$ cat config.mk
export PLATFORM = sky130hd
export DESIGN_NAME = soc_top
export DESIGN_NICKNAME = d
export VERILOG_FILES = /design/src/soc_pkg.sv /design/src/uart_loader.sv /design/src/acc_cpu.sv /design/src/seg7_scan.sv /design/src/soc_top.sv
export SDC_FILE = /design/constraint.sdc
export NUM_CORES = 1
export LEC_CHECK = 0
export BUFFER_PORTS_ARGS = -buffer_cell sky130_fd_sc_hd__buf_2
export CORE_AREA = 10 10 194 196
export DETAILED_ROUTE_END_ITERATION = 12
export DIE_AREA = 0 0 204 206
export PLACE_DENSITY = 0.78
export SYNTH_ARGS = -nofsm -noshare
export SYNTH_HDL_FRONTEND = slang
export SYNTH_SLANG_ARGS = --single-unit
$ cat constraint.sdc
create_clock -name clk -period 5.5 [get_ports clk]
set_clock_uncertainty 0.2 [all_clocks]
set_input_delay 0.275 -clock clk [delete_from_list [all_inputs] [get_ports clk]]
set_output_delay 0.275 -clock clk [all_outputs]
set_load 0.02 [all_outputs]
$ cat src/soc_pkg.sv
package soc_pkg;

    localparam int MEM_DEPTH = 32;                  // instruction words
    localparam int ADDR_W    = $clog2(MEM_DEPTH);

    typedef enum logic [3:0] {
        op_ldi  = 4'h1,
        op_add  = 4'h2,
        op_sub  = 4'h3,
        op_rsw  = 4'h4,
        op_out  = 4'h5,
        op_jnz  = 4'h6,
        op_halt = 4'h7
    } opcode_e;                                     // other codes act as nop

    typedef struct packed {
        opcode_e    op;
        logic [3:0] rsvd;
        logic [7:0] imm;                            // zero-extended on use
    } instr_t;

    typedef struct packed {
        logic [ADDR_W-1:0] addr;
        instr_t            instr;
    } load_rec_t;

    typedef logic [15:0] disp_t;
    typedef logic [6:0]  seg_code_t;                // active-low g..a

    function automatic seg_code_t hex_to_seg(input logic [3:0] nib);
        seg_code_t seg;
        case (nib)
            4'h0: seg = 7'b1000000;
            4'h1: seg = 7'b1111001;
            4'h2: seg = 7'b0100100;
            4'h3: seg = 7'b0110000;
            4'h4: seg = 7'b0011001;
            4'h5: seg = 7'b0010010;
            4'h6: seg = 7'b0000010;
            4'h7: seg = 7'b1111000;
            4'h8: seg = 7'b0000000;
            4'h9: seg = 7'b0010000;
            4'ha: seg = 7'b0001000;
            4'hb: seg = 7'b0000011;                 // lower case b
            4'hc: seg = 7'b1000110;
            4'hd: seg = 7'b0100001;                 // lower case d
            4'he: seg = 7'b0000110;
            default: seg = 7'b0001110;              // F
        endcase
        return seg;
    endfunction

endpackage

$ cat src/uart_loader.sv
`timescale 1ns/100ps

module uart_loader import soc_pkg::*; #(
    parameter int CLKS_PER_BIT = 868
) (
    input  logic      clk,
    input  logic      rst_n,
    input  logic      rx,
    output logic      load_wr,
    output load_rec_t load_rec,
    output logic      load_done
);

    localparam int CNT_W = (CLKS_PER_BIT > 1) ? $clog2(CLKS_PER_BIT) : 1;
    localparam logic [CNT_W-1:0] CNT_FULL = CNT_W'(CLKS_PER_BIT - 1);
    localparam logic [CNT_W-1:0] CNT_HALF = CNT_W'(CLKS_PER_BIT / 2 - 1);

    typedef enum logic [1:0] {st_idle, st_start, st_data, st_stop} rx_state_e;

    rx_state_e        state;
    logic             rx_meta, rx_sync;             // two-flop synchronizer
    logic [CNT_W-1:0] baud_cnt;
    logic [2:0]       bit_idx;
    logic [7:0]       shift;
    logic [1:0]       byte_idx;                     // 0 addr, 1 high, 2 low
    logic [7:0]       addr_byte;
    logic [7:0]       hi_byte;

    always_ff @(posedge clk) begin
        if (!rst_n) begin
            rx_meta <= 1'b1;                        // line idles high
            rx_sync <= 1'b1;
        end else begin
            rx_meta <= rx;
            rx_sync <= rx_meta;
        end
    end

    always_ff @(posedge clk) begin
        if (!rst_n) begin
            state     <= st_idle;
            baud_cnt  <= '0;
            bit_idx   <= '0;
            byte_idx  <= '0;
            load_wr   <= 1'b0;
            load_done <= 1'b0;
        end else begin
            load_wr <= 1'b0;
            case (state)
                st_idle: begin
                    baud_cnt <= '0;
                    // nothing more is read once the end marker has arrived
                    if (!rx_sync && !load_done) state <= st_start;
                end
                st_start: begin
                    if (baud_cnt == CNT_HALF) begin
                        baud_cnt <= '0;
                        bit_idx  <= '0;
                        state    <= rx_sync ? st_idle : st_data;  // glitch check
                    end else begin
                        baud_cnt <= baud_cnt + 1'b1;
                    end
                end
                st_data: begin
                    if (baud_cnt == CNT_FULL) begin
                        baud_cnt <= '0;
                        bit_idx  <= bit_idx + 1'b1;
                        if (bit_idx == 3'd7) state <= st_stop;
                    end else begin
                        baud_cnt <= baud_cnt + 1'b1;
                    end
                end
                st_stop: begin
                    if (baud_cnt == CNT_FULL) begin
                        baud_cnt <= '0;
                        state    <= st_idle;
                        if (rx_sync) begin          // drop bytes with a bad stop bit
                            case (byte_idx)
                                2'd0: begin
                                    if (shift == 8'hff) begin
                                        load_done <= 1'b1;
                                    end else begin
                                        byte_idx <= 2'd1;
                                    end
                                end
                                2'd1: byte_idx <= 2'd2;
                                default: begin
                                    load_wr  <= 1'b1;
                                    byte_idx <= 2'd0;
                                end
                            endcase
                        end
                    end else begin
                        baud_cnt <= baud_cnt + 1'b1;
                    end
                end
                default: state <= st_idle;
            endcase
        end
    end

    // payload registers
    always_ff @(posedge clk) begin
        if (state == st_data && baud_cnt == CNT_FULL) begin
            shift <= {rx_sync, shift[7:1]};         // lsb arrives first
        end
        if (state == st_stop && baud_cnt == CNT_FULL && rx_sync) begin
            case (byte_idx)
                2'd0:    addr_byte <= shift;
                2'd1:    hi_byte   <= shift;
                default: begin
                    load_rec.addr  <= addr_byte[ADDR_W-1:0];   // upper bits ignored
                    load_rec.instr <= instr_t'({hi_byte, shift});
                end
            endcase
        end
    end

endmodule

$ cat src/acc_cpu.sv
`timescale 1ns/100ps

module acc_cpu import soc_pkg::*; (
    input  logic      clk,
    input  logic      rst_n,
    input  logic      load_wr,
    input  load_rec_t load_rec,
    input  logic      load_done,
    input  disp_t     switches,
    output disp_t     out_reg,
    output logic      halted
);

    typedef enum logic [1:0] {st_wait_load, st_run, st_halt} cpu_state_e;

    instr_t            imem [MEM_DEPTH];
    cpu_state_e        state, state_d;
    logic [ADDR_W-1:0] pc, pc_d;
    disp_t             acc, acc_d;
    disp_t             out_d;
    logic              halted_d;
    instr_t            ir;
    disp_t             imm_ext;

    // loader owns the memory until the program starts
    always_ff @(posedge clk) begin
        if (load_wr && state == st_wait_load) begin
            imem[load_rec.addr] <= load_rec.instr;
        end
    end

    assign ir      = imem[pc];
    assign imm_ext = {8'h00, ir.imm};

    always_comb begin
        state_d  = state;
        pc_d     = pc;
        acc_d    = acc;
        out_d    = out_reg;
        halted_d = halted;
        case (state)
            st_wait_load: begin
                pc_d = '0;
                if (load_done) state_d = st_run;
            end
            st_run: begin
                pc_d = pc + 1'b1;                   // wraps past the last word
                case (ir.op)
                    op_ldi: acc_d = imm_ext;
                    op_add: acc_d = acc + imm_ext;
                    op_sub: acc_d = acc - imm_ext;
                    op_rsw: acc_d = switches;
                    op_out: out_d = acc;
                    op_jnz: begin
                        if (acc != '0) pc_d = ir.imm[ADDR_W-1:0];
                    end
                    op_halt: begin
                        pc_d     = pc;
                        halted_d = 1'b1;
                        state_d  = st_halt;
                    end
                    default: ;                      // unknown opcodes do nothing
                endcase
            end
            st_halt: ;                              // parked until reset
            default: state_d = st_wait_load;
        endcase
    end

    always_ff @(posedge clk) begin
        if (!rst_n) begin
            state   <= st_wait_load;
            pc      <= '0;
            acc     <= '0;
            out_reg <= '0;
            halted  <= 1'b0;
        end else begin
            state   <= state_d;
            pc      <= pc_d;
            acc     <= acc_d;
            out_reg <= out_d;
            halted  <= halted_d;
        end
    end

endmodule

$ cat src/seg7_scan.sv
`timescale 1ns/100ps

module seg7_scan import soc_pkg::*; #(
    parameter int SCAN_DIV = 50000
) (
    input  logic       clk,
    input  logic       rst_n,
    input  disp_t      value,
    output logic [3:0] seg_en,
    output seg_code_t  seg_out
);

    localparam int DIV_W = (SCAN_DIV > 1) ? $clog2(SCAN_DIV) : 1;
    localparam logic [DIV_W-1:0] DIV_LAST = DIV_W'(SCAN_DIV - 1);

    logic [DIV_W-1:0] div_cnt;
    logic [1:0]       digit;                        // 0 is the rightmost nibble
    logic [3:0]       nibble;

    always_ff @(posedge clk) begin
        if (!rst_n) begin
            div_cnt <= '0;
            digit   <= '0;
        end else if (div_cnt == DIV_LAST) begin
            div_cnt <= '0;
            digit   <= digit + 1'b1;
        end else begin
            div_cnt <= div_cnt + 1'b1;
        end
    end

    assign nibble  = value[digit*4 +: 4];
    assign seg_en  = ~(4'b0001 << digit);          // one digit low at a time
    assign seg_out = hex_to_seg(nibble);

endmodule

$ cat src/soc_top.sv
`timescale 1ns/100ps

module soc_top import soc_pkg::*; #(
    parameter int CLKS_PER_BIT = 868,
    parameter int SCAN_DIV     = 50000
) (
    input  logic       clk,
    input  logic       rst_n,
    // serial boot line
    input  logic       rx,
    input  disp_t      switches,
    output disp_t      led_out,
    output logic [3:0] seg_en,
    output seg_code_t  seg_out,
    output logic       halted
);

    logic      load_wr;
    load_rec_t load_rec;
    logic      load_done;

    uart_loader #(
        .CLKS_PER_BIT(CLKS_PER_BIT)
    ) uart_loader_inst (
        .clk,
        .rst_n,
        .rx,
        .load_wr,
        .load_rec,
        .load_done
    );

    acc_cpu acc_cpu_inst (
        .clk,
        .rst_n,
        .load_wr,
        .load_rec,
        .load_done,
        .switches,
        .out_reg(led_out),                          // also feeds the display
        .halted
    );

    seg7_scan #(
        .SCAN_DIV(SCAN_DIV)
    ) seg7_scan_inst (
        .clk,
        .rst_n,
        .value(led_out),
        .seg_en,
        .seg_out
    );

endmodule

==> out/summary.txt, run 1 <==
Worst-path maximum fanout -> 14
Syn Area/Cell -> 16.3 sq um
Max IR drop VDD -> 0.203 mV
Clk slew on worst S/H paths -> 70 ps
First-pass GRT wire length -> 72300 microns
RSZ-0062 raised after global routing -> false
I/O Buffers -> 46
Routability Congestion -> 0.918
Setup TNS Final -> 0 ps
Pin count of the biggest net entering global routing -> 34
Dominant cells by area after synthesis -> edfxtp_1, mux4_2, dfxtp_1
Grt ovf -> 0
Hold Startpoint -> uart_loader_inst.rx_meta
Filler Cells Inserted -> 2085
Startpoint class of the critical path -> flip-flop
Final Hold Fails -> 0
R2R setup slack -> 290 ps
Post-synthesis cell count -> 1270
Max Cap Violations -> 0
Sequential fraction of the synthesis area -> 0.687
LEAKAGE -> 7.89 nW
Number of global-route vias before repair -> 11900
Post-Syn Area -> 20700 sq um
Bufs on Longest Clock Path -> 3
Status -> finished, final reports clean
Distinct cells, synth -> 63
Tmin final -> 5210 ps
Flop and latch count out of synthesis -> 502
Die X-Extent -> 204 microns
Post-DP HPWL -> 28700 microns
Fmax -> 192 MHz
Most common cell in the netlist -> edfxtp_1
Post-synth top area share -> 0.606
Synth area leader -> edfxtp_1
CTS sink cnt -> 502
Crit path arrival time -> 5500 ps
Final WL -> 47800 microns
Initial antenna violation count -> 0
Via/cell ratio -> 6.25
Classification of the worst-slack hold path -> reg -> reg
Via count -> 11800
EDFF count, synth -> 418
Final Core Density -> 0.693
Max reg flops -> 384
Die area -> 42000 sq um
Worst Tran Pin Value -> 1150 ps
Final period utilization -> 0.947
Reg with most FFs -> acc_cpu_inst.imem
Antenna cells -> 0
IO Count -> 47
Slew Limit Fails -> 0
Critical path class -> reg -> reg
Slew headroom -> 0.236
Layout cells sized above 1 -> 0.208
Synthesized Nets -> 1328
Final setup violation count -> 0
Die H -> 206 microns
Syn-to-layout area delta -> 13.6%
Worst hold margin -> 217 ps
CTS buffer count -> 47
# DRC -> 0
Top_reg_cell synth -> edfxtp_1
Worst Path Required -> 5800 ps
Pre-antenna DRT Iters -> 6
H-tree depth -> 2
Registers with the most flip-flops -> acc_cpu_inst.imem (384), uart_loader_inst.load_rec (17)
Clk_lat worst skew -> 570 ps
Synth warn -> 0
CTS tree -> done
GRT Overall Usage -> 0.228
Power per Cell Area -> 308 nW/um^2
ANT nets after route -> 0
Post-synth ARST share -> 0
CORE AREA -> 33900 sq um
Routed len/inst -> 25.3 microns
Net count, final -> 1459
Commonest cells in the netlist -> edfxtp_1, nor2_1, mux4_2
Clock root buffer -> clkbuf_16
Row cnt -> 68
Drt initial violations -> 1424
Starting Density -> 0.610
CP endpoint kind -> flip-flop
-- cell families after synthesis --
group                    synth area share
AO/OA/AOI/OAI                      0.0451
XOR/XNOR                           0.0172
adder cells (fa/ha/maj)            0.0239
buffers and inverters              0.0186
flip-flops                          0.687
multiplexers                        0.138
AND/OR/NAND/NOR                    0.0697
-- report_power, final --
part / internal, mW / total (mW) / switching [mW] / leakage [nW]
Sequential: 4.06 / 4.06 / 0.00473 / 4.43
Clock: 1.73 / 3.13 / 1.40 / 0.718
Combinational: 0.0227 / 0.0499 / 0.0271 / 2.74
Total: 5.81 / 7.24 / 1.43 / 7.89
-- layout by cell type (no fill, tap or decap), drive strengths merged, types with 18 or more instances in the layout --
| cell | count |
|---|---|
| a21oi | 33 |
| buf | 113 |
| clkbuf | 66 |
| clkinv | 18 |
| dfxtp | 84 |
| dlygate4sd3 | 19 |
| edfxtp | 418 |
| ha | 38 |
| inv | 35 |
| mux2i | 54 |
| mux4 | 100 |
| nand2 | 55 |
| nand3 | 27 |
| nor2 | 134 |
| o21ai | 40 |
| xnor2 | 25 |
-- cell type report --
cell class                 instances  area (sq um)  share of cell area
tap                              455           569              0.0242
inverter                          34           128             0.00543
clock buffer                      66          1320              0.0561
clock inverter                    21           141             0.00601
multi-input combinational        684          6110               0.260
sequential                       502         14200               0.606
timing repair buffer             132           993              0.0423
-- critical path, cell delays in order (launching register included) --
cell,delay (ps)
dfxtp_4,500
mux4_1,630
a22o_1,250
a221oi_1,320
nand3_2,210
nor3b_2,260
nand2_2,190
nor2_1,160
a21o_1,160
inv_1,60
ha_1,280
nor2b_1,140
o21ai_0,260
a21boi_0,200
o211ai_1,220
o211ai_1,150
buf_4,170
a21o_1,170
a21oi_1,190
mux2i_1,230
o221a_2,200
-- repair_timing --
action | in CTS | in global routing
hold buffers | 19 | 0
hold endpoints to repair | 18 | 0
setup endpoints to repair | 0 | 7
setup buffers | 0 | 11
resized for setup | 0 | 5
-- worst paths after layout --
kind,depth (start not counted),to
setup / recovery,20,acc_cpu_inst.acc[13]
hold / removal,1,uart_loader_inst.rx_sync
setup reg to reg,20,acc_cpu_inst.acc[13]
hold reg to reg,1,uart_loader_inst.rx_sync
-- layer usage --
metal / routed length [microns] / track usage / up-vias
li1: - / - / 5222
met1: 17600 / 0.286 / 5898
met2: 24700 / 0.395 / 613
met3: 4210 / 0.0403 / 101
met4: 1320 / 0.0746 / 0
met5: 0 / 0 / -
-- through the flow --
step                cell area [sq um]  std cells  setup slack (ps)  total power, mW
floorplan                       20700       1270               503             4.17
detailed placement              21700       1777              52.7             4.18
finish                          23500       1894               294             7.24
global placement                21700       1777               158             4.18
CTS                             23400       1883              16.9             7.25
global route                    23500       1894              17.1             7.41
Power figures use the tool's default switching activity.
==> run 2: changes to the inputs <==
Settings changed: CORE_AREA 10 10 194 196 to 10 10 204 206, DIE_AREA 0 0 204 206 to 0 0 214 216, PLACE_DENSITY 0.78 to 0.75.
Clock period 5.5 ns to 4.3 ns, I/O delays scaled along.
==> run 2 against run 1 <==
Largest power group unchanged. Via count increased by 2.0%. Routed wire length increased by 1.5%. Setup slack got worse by 640 ps. First-iteration DRC count decreased by 3.8%. Non-clock buffer count increased by 77. Final cell count increased by 7.2%. Sequential share of layout area decreased by 2.8 points. Global-route usage decreased by 1.7 points. Register-to-register slack got worse by 640 ps. The run now ends with setup timing left. Critical path depth decreased by 3. Core utilization decreased by 3.3 points.
==> out/summary.txt, run 2 (synthesis results as in run 1) <==
Status -> complete, but fails checks
Failing checks -> setup timing
Final setup violation count -> 8
RSZ-0062 raised after global routing -> true
Pin count of the biggest net entering global routing -> 33
Pre-antenna DRT Iters -> 5
Drt initial violations -> 1370
Net count, final -> 1538
Syn-to-layout area delta -> 19.1%
Bufs on Longest Clock Path -> 3
First-pass GRT wire length -> 74600 microns
Worst stage delay on the critical path -> 550 ps
Worst Path Required -> 4560 ps
Met3 wire length -> 3840 microns
Worst-path maximum fanout -> 6
Reg with most FFs -> acc_cpu_inst.imem
Routed len/inst -> 23.9 microns
Via count -> 12100
LEAKAGE -> 8.46 nW
CTS sink cnt -> 502
Final worst setup slack -> -346 ps
Fmax -> 215 MHz
Critical R2R Capture -> acc_cpu_inst.acc[15]
Die X-Extent -> 214 microns
R2R setup slack -> -350 ps
# DRC -> 0
Antenna cells -> 0
Critical path class -> reg -> reg
Number of global-route vias before repair -> 12300
CORE AREA -> 37400 sq um
Top Metal Used -> met4
H-tree depth -> 2
Classification of the worst-slack hold path -> reg -> reg
Wl on met1 -> 18900 microns
Hold path depth -> 1
Routability Congestion -> 0.878
IO Count -> 47
Die H -> 216 microns
Clock root buffer -> clkbuf_16
Startpoint class of the critical path -> flip-flop
Filler Cells Inserted -> 2405
CTS buffer count -> 49
Max Cap Violations -> 0
ANT nets after route -> 0
Met2 WL -> 24600 microns
Commonest non-fill, non-tap cells in the layout -> edfxtp_1, nor2_1, buf_4
Layout cells sized above 1 -> 0.275
Placed Instances -> 1899
Final Non-Filler Cells -> 2030
Power per Cell Area -> 386 nW/um^2
Worst Tran Pin Value -> 1180 ps
Tmin final -> 4650 ps
CTS tree -> done
Row cnt -> 71
Registers with the most flip-flops -> acc_cpu_inst.imem (384), uart_loader_inst.load_rec (17)
I/O Buffers -> 46
Final period utilization -> 1.08
Die area -> 46200 sq um
Via/cell ratio -> 5.94
Crit path arrival time -> 4900 ps
Final WL -> 48600 microns
Commonest non-fill, non-tap cell in the layout -> edfxtp_1
Slew headroom -> 0.213
Slew Limit Fails -> 0
Max IR drop VDD -> 0.284 mV
Final Hold Fails -> 0
Crit-path cells -> buf_8 -> buf_12 -> mux4_2 -> mux4_2 -> mux2i_4 -> buf_4 -> nand3_2 -> o21ai_2 -> xnor2_1 -> ha_2 -> or4_4 -> o211ai_1 -> o211ai_1 -> a21oi_1 -> xor3_1 -> a221oi_2 -> nor2_1
Post-DP HPWL -> 30300 microns
Slowest CP cell -> mux4_2
Hold Startpoint -> uart_loader_inst.rx_meta
Grt ovf -> 0
Hold EP -> uart_loader_inst.rx_sync
Worst reg-to-reg path cell count -> 17
Max reg flops -> 384
Starting Density -> 0.554
Initial antenna violation count -> 0
GRT Overall Usage -> 0.210
CP endpoint kind -> flip-flop
Clk_lat worst skew -> 590 ps
Pre-CTS setup slack -> -383 ps
Clk slew on worst S/H paths -> 60 ps
==> run 2: worst max path at each step <==
stage | end | slack (ps) | depth (start not counted)
after global placement | acc_cpu_inst.acc[14] | -300 | 19
final | acc_cpu_inst.acc[15] | -350 | 17
after CTS | acc_cpu_inst.acc[15] | -290 | 17
after floorplan | acc_cpu_inst.acc[15] | -140 | 19
after global routing | acc_cpu_inst.acc[15] | -520 | 17
after detailed placement | acc_cpu_inst.acc[14] | -380 | 18
==> run 2: layout make-up <==
class                           instances  area [sq um]  area share
Sequential cell                       502         14200       0.578
Multi-Input combinational cell        684          6310       0.256
Timing Repair Buffer                  209          1730      0.0703
Clock buffer                           61          1290      0.0524
Tap cell                              511           639      0.0259
Clock inverter                         29           297      0.0120
Inverter                               34           130     0.00528
==> run 2: critical path, delay by kind of cell, from the launching register on <==
family / cells / cell delay [ps]
multiplexers: 3 / 1310
flip-flops: 1 / 380
buffers and inverters: 3 / 480
XOR/XNOR: 2 / 340
AO/OA/AOI/OAI: 5 / 950
AND/OR/NAND/NOR: 3 / 700
adder cells (fa/ha/maj): 1 / 180
==> run 2: timing repair <==
item | CTS | global route
pin swaps | 25 | 12
gates resized for setup | 24 | 15
cloned | 2 | 0
setup buffers | 16 | 1
hold buffers | 22 | 0
endpoints found under the setup margin | 11 | 13
hold endpoints to repair | 20 | 0
==> run 2: where the power goes <==
group / leakage [nW] / switching (mW) / internal, mW
clock network: 0.771 / 1.80 / 2.44
registers: 4.43 / 0.00589 / 5.19
logic: 3.25 / 0.0348 / 0.0294
==> run 2: through the flow <==
stage | hold WS (ps) | area [sq um] | power (mW) | setup TNS [ps] | util
after detailed placement | 202 | 22500 | 5.35 | -2470 | 0.602
after global routing | 228 | 24700 | 9.74 | -3860 | 0.659
after floorplan | 116 | 20900 | 5.34 | -450 | -
after CTS | 218 | 24600 | 9.54 | -1660 | 0.657
after global placement | 199 | 22500 | 5.35 | -1740 | 0.602
final | 211 | 24700 | 9.50 | -1820 | 0.659
==> run 2: per-layer routing <==
| metal | track usage | vias up |
|---|---|---|
| li1 | - | 5369 |
| met1 | 0.269 | 6092 |
| met2 | 0.358 | 512 |
| met3 | 0.0365 | 92 |
| met4 | 0.0676 | 0 |
| met5 | 0 | - |
